$ cat src/verilog/cpu_pkg.sv
package cpu_pkg;

    localparam int data_w = 8;
    localparam int addr_w = 16;

    // Opcode class in [7:6] and fields in [5:3] and [2:0]
    localparam int cls_w = 2;
    localparam int fld_w = 3;

    typedef logic [data_w-1:0] byte_t;
    typedef logic [addr_w-1:0] addr_t;
    typedef logic [fld_w-1:0]  reg_idx_t;

    localparam reg_idx_t reg_b   = 3'd0;
    localparam reg_idx_t reg_c   = 3'd1;
    localparam reg_idx_t reg_d   = 3'd2;
    localparam reg_idx_t reg_e   = 3'd3;
    localparam reg_idx_t reg_h   = 3'd4;
    localparam reg_idx_t reg_l   = 3'd5;
    localparam reg_idx_t reg_mem = 3'd6;  // Marks (HL) with no storage behind it
    localparam reg_idx_t reg_a   = 3'd7;

    localparam logic [cls_w-1:0] cls_misc = 2'b00;  // NOP, LD r,n
    localparam logic [cls_w-1:0] cls_ld   = 2'b01;  // LD r,r', HALT
    localparam logic [cls_w-1:0] cls_alu  = 2'b10;  // ALU r
    localparam logic [cls_w-1:0] cls_ctl  = 2'b11;  // ALU n, JP

    // Low field of LD r,n and ALU n
    localparam logic [fld_w-1:0] fld_imm = 3'b110;

    localparam byte_t op_nop        = 8'h00;
    localparam byte_t op_halt       = 8'h76;
    localparam byte_t op_jp         = 8'hc3;
    localparam byte_t op_jp_cc_mask = 8'he7;  // 110cc010
    localparam byte_t op_jp_cc_pat  = 8'hc2;

    // Same order as opcode bits 5..3
    typedef enum logic [2:0] {
        alu_add,
        alu_adc,
        alu_sub,
        alu_sbc,
        alu_and,
        alu_xor,
        alu_or,
        alu_cp
    } alu_op_e;

    typedef struct packed {
        logic z;
        logic n;
        logic h;
        logic c;
    } flags_t;

    typedef struct packed {
        addr_t addr;
        byte_t wdata;
        logic  read_n;
        logic  write_n;
    } bus_req_t;

    typedef enum logic [1:0] {addr_pc, addr_hl} addr_sel_e;
    typedef enum logic {alu_b_reg, alu_b_imm} alu_b_sel_e;
    typedef enum logic [1:0] {rf_from_bus, rf_from_alu, rf_from_rd2, rf_from_imm} rf_data_sel_e;
    typedef enum logic {flag_src_alu, flag_src_hold} flag_src_e;
    typedef enum logic [1:0] {pc_hold, pc_inc, pc_jump} pc_sel_e;

    // Zero value means idle with no strobes or writes and PC held
    typedef struct packed {
        addr_sel_e    addr_sel;
        logic         read;
        logic         write;
        logic         imm_lo_en;
        logic         imm_hi_en;
        reg_idx_t     rd1;
        reg_idx_t     rd2;
        reg_idx_t     wr_idx;
        logic         wr_en;
        rf_data_sel_e rf_data_sel;
        alu_b_sel_e   alu_b_sel;
        alu_op_e      alu_op;
        logic         flag_wr;
        pc_sel_e      pc_sel;
    } ctrl_t;

endpackage

$ cat src/verilog/alu.sv
`timescale 1ns/1ps

module alu import cpu_pkg::*; (
    input  byte_t   a,
    input  byte_t   b,
    input  alu_op_e op,
    input  logic    carry_in,
    output byte_t   result,
    output flags_t  flags_out
);

    logic       cin;
    logic [4:0] half;  // Bit 4 is carry/borrow out of bit 3
    logic [8:0] full;
    logic       is_sub;

    assign is_sub = (op == alu_sub) || (op == alu_sbc) || (op == alu_cp);
    assign cin = ((op == alu_adc) || (op == alu_sbc)) && carry_in;

    always_comb
    begin
        if (is_sub)
        begin
            half = {1'b0, a[3:0]} - {1'b0, b[3:0]} - {4'd0, cin};
            full = {1'b0, a} - {1'b0, b} - {8'd0, cin};
        end
        else
        begin
            half = {1'b0, a[3:0]} + {1'b0, b[3:0]} + {4'd0, cin};
            full = {1'b0, a} + {1'b0, b} + {8'd0, cin};
        end

        result = full[7:0];
        flags_out.h = half[4];
        flags_out.c = full[8];
        case (op)
            alu_and:
            begin
                result = a & b;
                flags_out.h = 1'b1;
                flags_out.c = 1'b0;
            end
            alu_xor:
            begin
                result = a ^ b;
                flags_out.h = 1'b0;
                flags_out.c = 1'b0;
            end
            alu_or:
            begin
                result = a | b;
                flags_out.h = 1'b0;
                flags_out.c = 1'b0;
            end
            default: ;  // Arithmetic result already set
        endcase
        flags_out.z = (result == '0);
        flags_out.n = is_sub;
    end

endmodule

$ cat src/verilog/reg_file.sv
`timescale 1ns/1ps

module reg_file import cpu_pkg::*; (
    input  logic     clock,
    input  reg_idx_t rd1_idx,
    input  reg_idx_t rd2_idx,
    input  reg_idx_t wr_idx,
    input  logic     wr_en,
    input  byte_t    wdata,
    output byte_t    rd1,
    output byte_t    rd2,
    output addr_t    hl
);

    byte_t regs [0:7];  // Entry 6 is never written

    always_ff @(posedge clock)
    begin
        if (wr_en)
            regs[wr_idx] <= wdata;
    end

    assign rd1 = regs[rd1_idx];
    assign rd2 = regs[rd2_idx];
    assign hl = {regs[reg_h], regs[reg_l]};

endmodule

$ cat src/verilog/pc_unit.sv
`timescale 1ns/1ps

module pc_unit import cpu_pkg::*; (
    input  logic    clock,
    input  logic    rst,
    input  pc_sel_e sel,
    input  addr_t   jump_target,
    output addr_t   pc
);

    addr_t pc_next;

    always_comb
    begin
        case (sel)
            pc_inc:  pc_next = pc + addr_t'(1);
            pc_jump: pc_next = jump_target;
            default: pc_next = pc;
        endcase
    end

    always_ff @(posedge clock)
    begin
        if (rst)
            pc <= '0;  // Execution starts at 0000h
        else
            pc <= pc_next;
    end

endmodule

$ cat src/verilog/flag_reg.sv
`timescale 1ns/1ps

module flag_reg import cpu_pkg::*; (
    input  logic   clock,
    input  logic   rst,
    input  logic   wr_en,
    input  flags_t alu_flags,
    output flags_t flags
);

    flags_t flags_next;

    // All four flags follow the ALU together
    always_comb
    begin
        if (wr_en)
            flags_next = alu_flags;
        else
            flags_next = flags;
    end

    always_ff @(posedge clock)
    begin
        if (rst)
            flags <= '0;
        else
            flags <= flags_next;
    end

endmodule

$ cat src/verilog/bus_unit.sv
`timescale 1ns/1ps

module bus_unit import cpu_pkg::*; (
    input  logic     clock,
    input  logic     rst,
    input  ctrl_t    ctrl,
    input  byte_t    rdata,
    input  byte_t    rd1,
    input  byte_t    rd2,
    input  byte_t    alu_result,
    input  addr_t    hl,
    input  addr_t    pc,
    output bus_req_t bus,
    output byte_t    alu_a,
    output byte_t    alu_b,
    output byte_t    rf_wdata,
    output addr_t    jump_target
);

    byte_t imm_lo;
    byte_t imm_hi;

    always_ff @(posedge clock)
    begin
        if (rst)
        begin
            imm_lo <= '0;
            imm_hi <= '0;
        end
        else
        begin
            if (ctrl.imm_lo_en)
                imm_lo <= rdata;
            if (ctrl.imm_hi_en)
                imm_hi <= rdata;
        end
    end

    assign jump_target = {imm_hi, imm_lo};

    always_comb
    begin
        bus.addr = (ctrl.addr_sel == addr_hl) ? hl : pc;
        bus.wdata = rd1;  // Stores take the source on port 1
        bus.read_n = !ctrl.read;
        bus.write_n = !ctrl.write;
    end

    assign alu_a = rd1;
    assign alu_b = (ctrl.alu_b_sel == alu_b_imm) ? imm_lo : rd2;

    always_comb
    begin
        case (ctrl.rf_data_sel)
            rf_from_bus: rf_wdata = rdata;
            rf_from_alu: rf_wdata = alu_result;
            rf_from_rd2: rf_wdata = rd2;
            default:     rf_wdata = imm_lo;
        endcase
    end

endmodule

$ cat src/verilog/control_unit.sv
`timescale 1ns/1ps

module control_unit import cpu_pkg::*; (
    input  logic   clock,
    input  logic   rst,
    input  byte_t  rdata,
    input  flags_t flags,
    output ctrl_t  ctrl
);

    byte_t            ir;
    logic [1:0]       step;
    logic             run;     // Low in the first cycle after reset
    logic             halted;
    logic             active;
    logic             last;
    logic             halt_now;
    logic             do_alu;
    logic             cond_ok;
    logic             take;
    flag_src_e        flag_src;
    logic [cls_w-1:0] cls;
    reg_idx_t         dst;
    reg_idx_t         src;

    assign active = run && !halted;
    assign cls = ir[7:6];
    assign dst = ir[5:3];
    assign src = ir[2:0];

    // NZ, Z, NC, C
    always_comb
    begin
        case (ir[4:3])
            2'b00: cond_ok = !flags.z;
            2'b01: cond_ok = flags.z;
            2'b10: cond_ok = !flags.c;
            default: cond_ok = flags.c;
        endcase
    end

    assign take = (ir == op_jp) || cond_ok;

    always_comb
    begin
        ctrl = '0;
        flag_src = flag_src_hold;
        last = 1'b1;
        halt_now = 1'b0;
        do_alu = 1'b0;
        if (active && step == 2'd0)
        begin
            ctrl.read = 1'b1;  // Opcode fetch at PC
            ctrl.pc_sel = pc_inc;
            last = 1'b0;
        end
        else if (active)
        begin
            case (cls)
                cls_misc:
                    if (src == fld_imm && dst != reg_mem)
                    begin
                        if (step == 2'd1)
                        begin
                            ctrl.read = 1'b1;
                            ctrl.imm_lo_en = 1'b1;
                            ctrl.pc_sel = pc_inc;
                            last = 1'b0;
                        end
                        else
                        begin
                            ctrl.wr_idx = dst;
                            ctrl.wr_en = 1'b1;
                            ctrl.rf_data_sel = rf_from_imm;
                        end
                    end
                cls_ld:
                    if (ir == op_halt)
                        halt_now = 1'b1;
                    else if (src == reg_mem)
                    begin
                        ctrl.addr_sel = addr_hl;  // LD r,(HL)
                        ctrl.read = 1'b1;
                        ctrl.rf_data_sel = rf_from_bus;
                        ctrl.wr_idx = dst;
                        ctrl.wr_en = 1'b1;
                    end
                    else if (dst == reg_mem)
                    begin
                        ctrl.addr_sel = addr_hl;  // LD (HL),r
                        ctrl.write = 1'b1;
                        ctrl.rd1 = src;
                    end
                    else
                    begin
                        ctrl.rd2 = src;
                        ctrl.rf_data_sel = rf_from_rd2;
                        ctrl.wr_idx = dst;
                        ctrl.wr_en = 1'b1;
                    end
                cls_alu:
                    if (src != reg_mem)
                    begin
                        do_alu = 1'b1;
                        ctrl.rd2 = src;
                    end
                default:
                    if (src == fld_imm)
                    begin
                        if (step == 2'd1)
                        begin
                            ctrl.read = 1'b1;
                            ctrl.imm_lo_en = 1'b1;
                            ctrl.pc_sel = pc_inc;
                            last = 1'b0;
                        end
                        else
                        begin
                            do_alu = 1'b1;
                            ctrl.alu_b_sel = alu_b_imm;
                        end
                    end
                    else if (ir == op_jp || (ir & op_jp_cc_mask) == op_jp_cc_pat)
                    begin
                        if (step != 2'd3)
                        begin
                            ctrl.read = 1'b1;  // Low byte, then high byte
                            ctrl.imm_lo_en = (step == 2'd1);
                            ctrl.imm_hi_en = (step == 2'd2);
                            ctrl.pc_sel = pc_inc;
                            last = 1'b0;
                        end
                        else
                            ctrl.pc_sel = take ? pc_jump : pc_hold;
                    end
            endcase
        end

        if (do_alu)
        begin
            ctrl.rd1 = reg_a;
            ctrl.alu_op = alu_op_e'(dst);
            ctrl.rf_data_sel = rf_from_alu;
            ctrl.wr_idx = reg_a;
            ctrl.wr_en = (alu_op_e'(dst) != alu_cp);  // CP only sets flags
            flag_src = flag_src_alu;
        end
        ctrl.flag_wr = (flag_src == flag_src_alu);
    end

    always_ff @(posedge clock)
    begin
        if (rst)
        begin
            run <= 1'b0;
            halted <= 1'b0;
            step <= 2'd0;
        end
        else
        begin
            run <= 1'b1;
            if (halt_now)
                halted <= 1'b1;
            if (active)
                step <= last ? 2'd0 : step + 2'd1;
        end
    end

    always_ff @(posedge clock)
    begin
        if (active && step == 2'd0)
            ir <= rdata;
    end

endmodule

$ cat src/verilog/core_top.sv
`timescale 1ns/1ps

module core_top import cpu_pkg::*; (
    input  logic     clock,
    input  logic     rst,
    input  byte_t    rdata,
    output bus_req_t bus
);

    ctrl_t  ctrl;
    flags_t flags;
    flags_t alu_flags;
    byte_t  rd1;
    byte_t  rd2;
    byte_t  alu_a;
    byte_t  alu_b;
    byte_t  alu_result;
    byte_t  rf_wdata;
    addr_t  hl;
    addr_t  pc;
    addr_t  jump_target;

    control_unit u_control (
        .clock (clock),
        .rst   (rst),
        .rdata (rdata),
        .flags (flags),
        .ctrl  (ctrl)
    );

    bus_unit u_bus (
        .clock       (clock),
        .rst         (rst),
        .ctrl        (ctrl),
        .rdata       (rdata),
        .rd1         (rd1),
        .rd2         (rd2),
        .alu_result  (alu_result),
        .hl          (hl),
        .pc          (pc),
        .bus         (bus),
        .alu_a       (alu_a),
        .alu_b       (alu_b),
        .rf_wdata    (rf_wdata),
        .jump_target (jump_target)
    );

    reg_file u_regs (
        .clock   (clock),
        .rd1_idx (ctrl.rd1),
        .rd2_idx (ctrl.rd2),
        .wr_idx  (ctrl.wr_idx),
        .wr_en   (ctrl.wr_en),
        .wdata   (rf_wdata),
        .rd1     (rd1),
        .rd2     (rd2),
        .hl      (hl)
    );

    alu u_alu (
        .a         (alu_a),
        .b         (alu_b),
        .op        (ctrl.alu_op),
        .carry_in  (flags.c),
        .result    (alu_result),
        .flags_out (alu_flags)
    );

    flag_reg u_flags (
        .clock     (clock),
        .rst       (rst),
        .wr_en     (ctrl.flag_wr),
        .alu_flags (alu_flags),
        .flags     (flags)
    );

    pc_unit u_pc (
        .clock       (clock),
        .rst         (rst),
        .sel         (ctrl.pc_sel),
        .jump_target (jump_target),
        .pc          (pc)
    );

endmodule

$ cat config.mk
export PLATFORM = sky130hd
export DESIGN_NAME = core_top
export DESIGN_NICKNAME = d
export VERILOG_FILES = /design/src/verilog/cpu_pkg.sv /design/src/verilog/alu.sv /design/src/verilog/reg_file.sv /design/src/verilog/pc_unit.sv /design/src/verilog/flag_reg.sv /design/src/verilog/bus_unit.sv /design/src/verilog/control_unit.sv /design/src/verilog/core_top.sv
export SDC_FILE = /design/constraint.sdc
export NUM_CORES = 1
export LEC_CHECK = 0
export BUFFER_PORTS_ARGS = -buffer_cell sky130_fd_sc_hd__buf_2
export CELL_PAD_IN_SITES_DETAIL_PLACEMENT = 2
export CELL_PAD_IN_SITES_GLOBAL_PLACEMENT = 2
export CORE_MARGIN = 2
export CORE_UTILIZATION = 35
export DETAILED_ROUTE_END_ITERATION = 12
export PLACE_DENSITY = 0.68
export SYNTH_ARGS = -nofsm -noshare
export SYNTH_HDL_FRONTEND = slang
export SYNTH_SLANG_ARGS = --single-unit
$ cat constraint.sdc
create_clock -name clock -period 6.56 [get_ports clock]
set_input_delay 0.328 -clock clock [delete_from_list [all_inputs] [get_ports clock]]
set_output_delay 0.328 -clock clock [all_outputs]
set_load 0.005 [all_outputs]
# After elaboration in Yosys (flattened, before gate mapping)
# Memories as Yosys holds them, arrays and structs flattened.
# Index checks and enable logic that the tools add are counted.
[word_totals]
output_inout_bits = 26
mem_bits_rw = 64
n_memories = 1
wordCells = 147
input_bits = 10
register_bits = 46
[op_classes]
reduce_logical = 24
addsub = 6
bitwise = 3
n_eq_ne = 27
muxes = 77
[memory_table]
columns = ["memory", "words", "word_bits", "rd", "rd_ports_with_merged_regs", "write_ports", "line", "source"]
rows = [
  ["u_regs.regs", 8, 8, 4, 0, 1, "reg_file.sv:15", "byte_t regs [0:7];"],
]
[op_table]
columns = ["op", "n"]
rows = [
  ["one-hot mux 8 bit (3 select lines)", 2],
  ["two-way mux 1 bit", 34],
  ["two-way mux 16 bit", 2],
  ["one-hot mux 16 bit (2 select lines)", 1],
  ["two-way mux 6 bit", 5],
  ["two-way mux 2 bit", 13],
  ["two-way mux 19 bit", 1],
  ["== test 3 bit (second input constant)", 6],
  ["two-way mux 9 bit", 2],
  ["adder 16 x 1 -> 16 bit (second input constant)", 1],
  ["two-way mux 3 bit", 5],
  ["== test 2 x 1 -> 1 bit (second input constant)", 6],
  ["two-way mux 12 bit", 1],
  ["one-hot mux 6 bit (2 select lines)", 1],
  ["== test 2 bit (second input constant)", 5],
  ["adder 8 x 8 -> 9 bit", 1],
  ["adder 9 x 1 -> 9 bit", 1],
  ["inequality test 3 bit (second input constant)", 3],
  ["subtractor 8 x 8 -> 9 bit", 1],
  ["subtractor 9 x 1 -> 9 bit", 1],
  ["AND 8 bit", 1],
  ["== test 8 x 7 -> 1 bit (second input constant)", 1],
  ["== test 8 bit (second input constant)", 1],
  ["zero test 2 bit", 4],
  ["20 further kinds", 38],
]

# Depth between registers and ports, before layout
[depth]
depth_word = 14
mapped_depth = 25
mapped_depth_nobuf = 21

# Hierarchy
# A second synthesis with hierarchy kept.
[unflattened]
hier_cells = 676
hier_area_um2 = 7846.3
[by_module_without_submodules]
columns = ["module", "area_each_um2", "instances", "cells_each"]
rows = [
  ["reg_file", 3078.0, 1, 135],
  ["alu", 1303.8, 1, 171],
  ["bus_unit", 1241.2, 1, 108],
  ["control_unit", 1056.0, 1, 114],
  ["pc_unit", 1027.2, 1, 135],
  ["flag_reg", 140.1, 1, 13],
]

# Worst setup path after synthesis
# No wires, ideal clock.
[synth_timing]
path_kind = "register to register"
startpoint = "register u_control.step[0]"
endpoint = "memory u_regs.regs[0][4] (netlist name), data pin"
arrival_time_ns = 4.786
path_buffers = 2
synth_period_minus_slack_ns = 5.010
stages_incl_launch_ff = 20
required_time_ns = 6.336
setup_ns = 0.224
slack_ns = 1.550
cell_sequence = "dfxtp_1 -> inv_1 -> ha_1 -> or3b_1 -> buf_2 -> a211oi_4 -> clkbuf_1 -> mux4_2 -> nand2_1 -> o21ai_0 -> fa_1 -> inv_1 -> fa_1 -> nor2b_1 -> o21ai_0 -> a21boi_0 -> nor3_1 -> a221oi_1 -> or3_1 -> a21oi_1"
[synth_lines]
columns = ["element", "line", "source"]
rows = [
  ["from (decl)", "control_unit.sv:12", "logic [1:0] step;"],
  ["from (signal assigned)", "control_unit.sv:165", "step <= last ? 2'd0 : step + 2'd1;"],
  ["to (decl)", "reg_file.sv:15", ""],
]

# Worst setup path in the final report
[layout_timing]
startpoint = "register u_control.step[0]"
endpoint = "memory u_regs.regs[7][6] (netlist name), data pin"
[layout_via]
elab_chain_len = 14
word_cells_on_any_way = 43
classes_between = "add/sub: 4; eq/ne: 10; mux: 18; bitwise: 3; reduce/logical: 7; memory: 1"
[layout_lines]
columns = ["element", "line", "source"]
rows = [
  ["parallel branches: the longest is 13 deep, another holds adder 8 x 8 -> 9 bit", "n/a", ""],
  ["one-hot mux 8 bit (3 select lines) *", "bus_unit.sv:54", "case (ctrl.rf_data_sel)"],
  ["net rf_wdata[6]", "core_top.sv:18", "byte_t rf_wdata;"],
]
# Mark *: on every way through the listed nets, which the timed path passes.

==> results.md <==
* Outcome: completed
* Pin count of the biggest net entering global routing at 37
* Fillers at 2,250
* Core area at roughly 21,000 µm²
* Area fraction in compound gates after synthesis at 0.178
* Synth Area per Inst at 9.89 µm²
* Routability cong. at around 0.84
* Crit path kind: flop to flop
* Critical path fanouts, max at 14
* CP startpoint kind: flop
* Hold Crit Start: rdata[1]
* Rows at 53
* Die Ht at between 100 and 150 µm
* Detailed Place HPWL at 20,600 µm
* Detailed-route vias per instance at 5.85
* Most Used Layer, Global Route: met2
* Hold-fix buffers, CTS at 0
* Peak VDD IR at 132 µV
* M3 GR Usage at 0.0290
* Leak at 0.00308 µW
* Initial core utilization at 0.354
* DIE WIDTH at 149 µm
* Final Hold Viols at 0
* Yosys warnings at 0
* # DRC at 0
* Top FF cell, synth: edfxtp_1
* Synth Area in Adders at 0.0794
* Hold EP: u_control.ir[1]$_DFFE_PP_
* Die Area at 22,300 µm²
* CTS tree: done
* R2r worst-path depth at 18
* Met2 usage at 0.405
* R2r endpoint: u_regs.regs[7][6]$_DFFE_PP_
* Setup Viol. Count Final at 0
* Worst endpoint required time at 6630 ps
* Post-synth top area cell: edfxtp_1
* DR WL/cell at 25.1 µm
* Synthesized flop and latch total at between 100 and 150
* First-pass GRT wire length at between 40,000 and 50,000 µm
* Simple-gate share of the synthesized area at 0.153
* Hold depth at 1
* Worst Max-Slew Pin Slew at roughly 1200 ps
* Grt total ovfl at 0
* IO buf count at 35
* Area growth syn-to-layout at 10.3%
* Ant. Diodes at 0
* Routing usage on met1 at 0.339
* Vias in the first global route at 6,569
* All-Layer GR Usage at 0.247
* Top cells by area, synth: edfxtp_1 29%, dfxtp_1 10%, ha_1 6.6%
* H-tree Lvls at 3
* Max Transition Viols Final at 0
* TritonCTS Buffers at 9
* Tmin final at 5970 ps
* F_max at around 170 MHz
* Mapped Area at 7400 µm²
* Clock skew at 11.3 ps
* EDFF count, synth at slightly above 70
* Initial antenna violation count at 0
* Postcts setup bufs at 0
* Hold Path Class: primary input to flop
* Largest family of logic cells by synthesized area: compound AO/OA/AOI/OAI gates
* Endpoint class of the critical path: flop
* Worst skew pair latency at 370 ps
* Via Count at 6,192
* Setup TNS at 0 ps
* Initial drt markers at 433
* ANT nets after route at 0
* P per Cell Area at between 150 and 200 nW/µm²
* Async S/R FF share, synth at 0
* Ports at 36
* Reg2Reg Launch Point: u_control.step[0]$_SDFFE_PP0P_
* CTS Root Buffer Type: clkbuf_16
* Post-synthesis mux area share at 0.139
* Max Cap Viol at 0
* Synth Area in XOR/XNOR at 0.00946
* Worst rel slew slack at 0.180
* RSZ-0062 raised after global routing: false
* Nets at 832
* DR pass1 iterations at 4
* Synth Instances at roughly 750
* CTS resizes at 0
* Flop2flop setup slack at 590 ps
* Share of layout cells above drive strength 1 at 0.158
* Hold_ws at 201 ps
* CTS max path bufs at 2
* Register area share after synthesis at 0.395
* Final WL at approximately 27,000 µm
* Clock transition at path regs at 70 ps
* Sink Count at 110
* Critical path data arrival time at 6040 ps
* Unique masters post-synth at 72
* Post-route clock period utilization at 0.910
* Post-synth top area share at 0.292
==> worst max-delay path, stage by stage (launching register included) <==
cell and delay [ps]:
dfxtp_1 390, inv_1 110, ha_1 250, or3b_1 660
nor3_4 470, buf_4 330, mux4_2 520, mux2i_1 300
nand2_1 100, o21a_1 180, ha_1 400, nor2b_1 170
o21ai_0 230, a21boi_0 210, nor3_1 280, nor2_1 80
o21ai_0 240, nand3_1 150, a21oi_1 590
==> metrics by stage <==
step	cells	area (µm²)	utilization	setup slack [ps]	total power, µW
6_report	1058	8170	0.391	592	1600
5_1_grt	1058	8170	0.391	98.8	1670
4_1_cts	1058	8170	0.391	664	1620
3_5_place_dp	1042	7890	0.377	734	1070
3_3_place_gp	1042	7890	0.377	850	1060
2_1_floorplan	756	7430	-	1550	975
==> power breakdown <==
group          leakage, µW  total (µW)  internal, µW  switching [µW]
Combinational      0.00197         286           102             184
Sequential        0.000965         773           757            16.8
Clock             0.000137         544           264             280
Total              0.00308        1600          1120             481
==> cell usage after synthesis (3+ instances only) <==
library cell and instances:
o21ai_0 45, nand2b_1 11, o22ai_1 9, fa_1 5, mux2_2 19, a211oi_1 15, ha_1 39, mux2i_1 34
a21oi_1 50, a22o_1 7, nand2_1 50, buf_6 3, and3_1 7, o21ai_1 4, nand3_1 17, a221oi_1 4
nor2_1 87, edfxtp_1 72, inv_1 40, nor2b_1 6, mux4_2 21, dfxtp_1 38, or3_1 5, a221o_1 9
a31oi_1 7, nor3b_1 3, a22oi_1 7, and2_1 7, nor3_1 13, a21o_1 3, buf_2 7, clkbuf_1 28
xnor2_1 7, or2_2 7, o21a_1 14
==> flip-flops by register name (all words and copies together), names as in the netlist <==
signal,cells
u_bus.imm_hi,8
u_bus.imm_lo,8
u_control.halted,1
u_control.ir,8
u_control.run,1
u_control.step,2
u_flags.flags,2
u_pc.pc,16
u_regs.regs,64
==> cells in the final DEF, fill, tap and decap left out, types with 3 or more instances in the layout <==
cell / Yosys / final
mux4_2: 21 / 21
nor3b_1: 3 / 3
dfxtp_1: 38 / 38
mux2i_1: 34 / 34
and3_1: 7 / 7
xnor2_1: 7 / 7
o22ai_1: 9 / 9
buf_2: 7 / 35
or2_2: 7 / 7
fa_1: 5 / 5
a21oi_1: 50 / 50
nor2_1: 87 / 87
nor3_1: 13 / 13
a21o_1: 3 / 3
a31oi_1: 7 / 7
a221o_1: 9 / 9
a22o_1: 7 / 7
o21ai_1: 4 / 4
mux2_2: 19 / 19
and2_1: 7 / 7
nor2b_1: 6 / 6
o21a_1: 14 / 14
clkbuf_16: 0 / 9
a221oi_1: 4 / 4
conb_1: 1 / 8
or3_1: 5 / 5
nand2_1: 50 / 50
o21ai_0: 45 / 45
nand3_1: 17 / 17
edfxtp_1: 72 / 72
buf_4: 2 / 17
inv_1: 40 / 40
a22oi_1: 7 / 7
nand2b_1: 11 / 11
ha_1: 39 / 39
a211oi_1: 15 / 15
==> cell families after synthesis <==
logic type,Yosys count
compound gates,199
fa+ha+maj,44
flops,110
mux,74
buf+inv,81
simple gates,232
xor+xnor,8
other cells,1
==> worst max-delay path by stage <==
stage | from | endpoint | slack, ps
finish | u_control.step[0]$_SDFFE_PP0P_ | u_regs.regs[7][6]$_DFFE_PP_ | 590
global route | u_control.step[0]$_SDFFE_PP0P_ | u_regs.regs[7][6]$_DFFE_PP_ | 100
CTS | u_control.step[0]$_SDFFE_PP0P_ | u_regs.regs[4][7]$_DFFE_PP_ | 660
detailed placement | u_control.step[0]$_SDFFE_PP0P_ | u_regs.regs[1][7]$_DFFE_PP_ | 730
global placement | u_control.step[0]$_SDFFE_PP0P_ | u_regs.regs[7][7]$_DFFE_PP_ | 850
floorplan | u_control.step[0]$_SDFFE_PP0P_ | u_regs.regs[0][4]$_DFFE_PP_ | 1550
==> final cells by class <==
class	count	area [µm²]	share of cell area
repair buffers	52	303	0.0371
well taps	275	344	0.0421
multi-input cells	565	4170	0.510
clock buffers	9	225	0.0276
clock inverters	7	57.6	0.00705
inverters	40	150	0.0184
flip-flops and latches	110	2920	0.358
==> metal layers <==
metal  routed length [µm]  share of wire
met1                12300           0.46
met2                12600           0.47
met3                  905          0.034
met4                  755          0.028
met5                    0              0
Note: power is estimated with default switching activity, not from simulation.
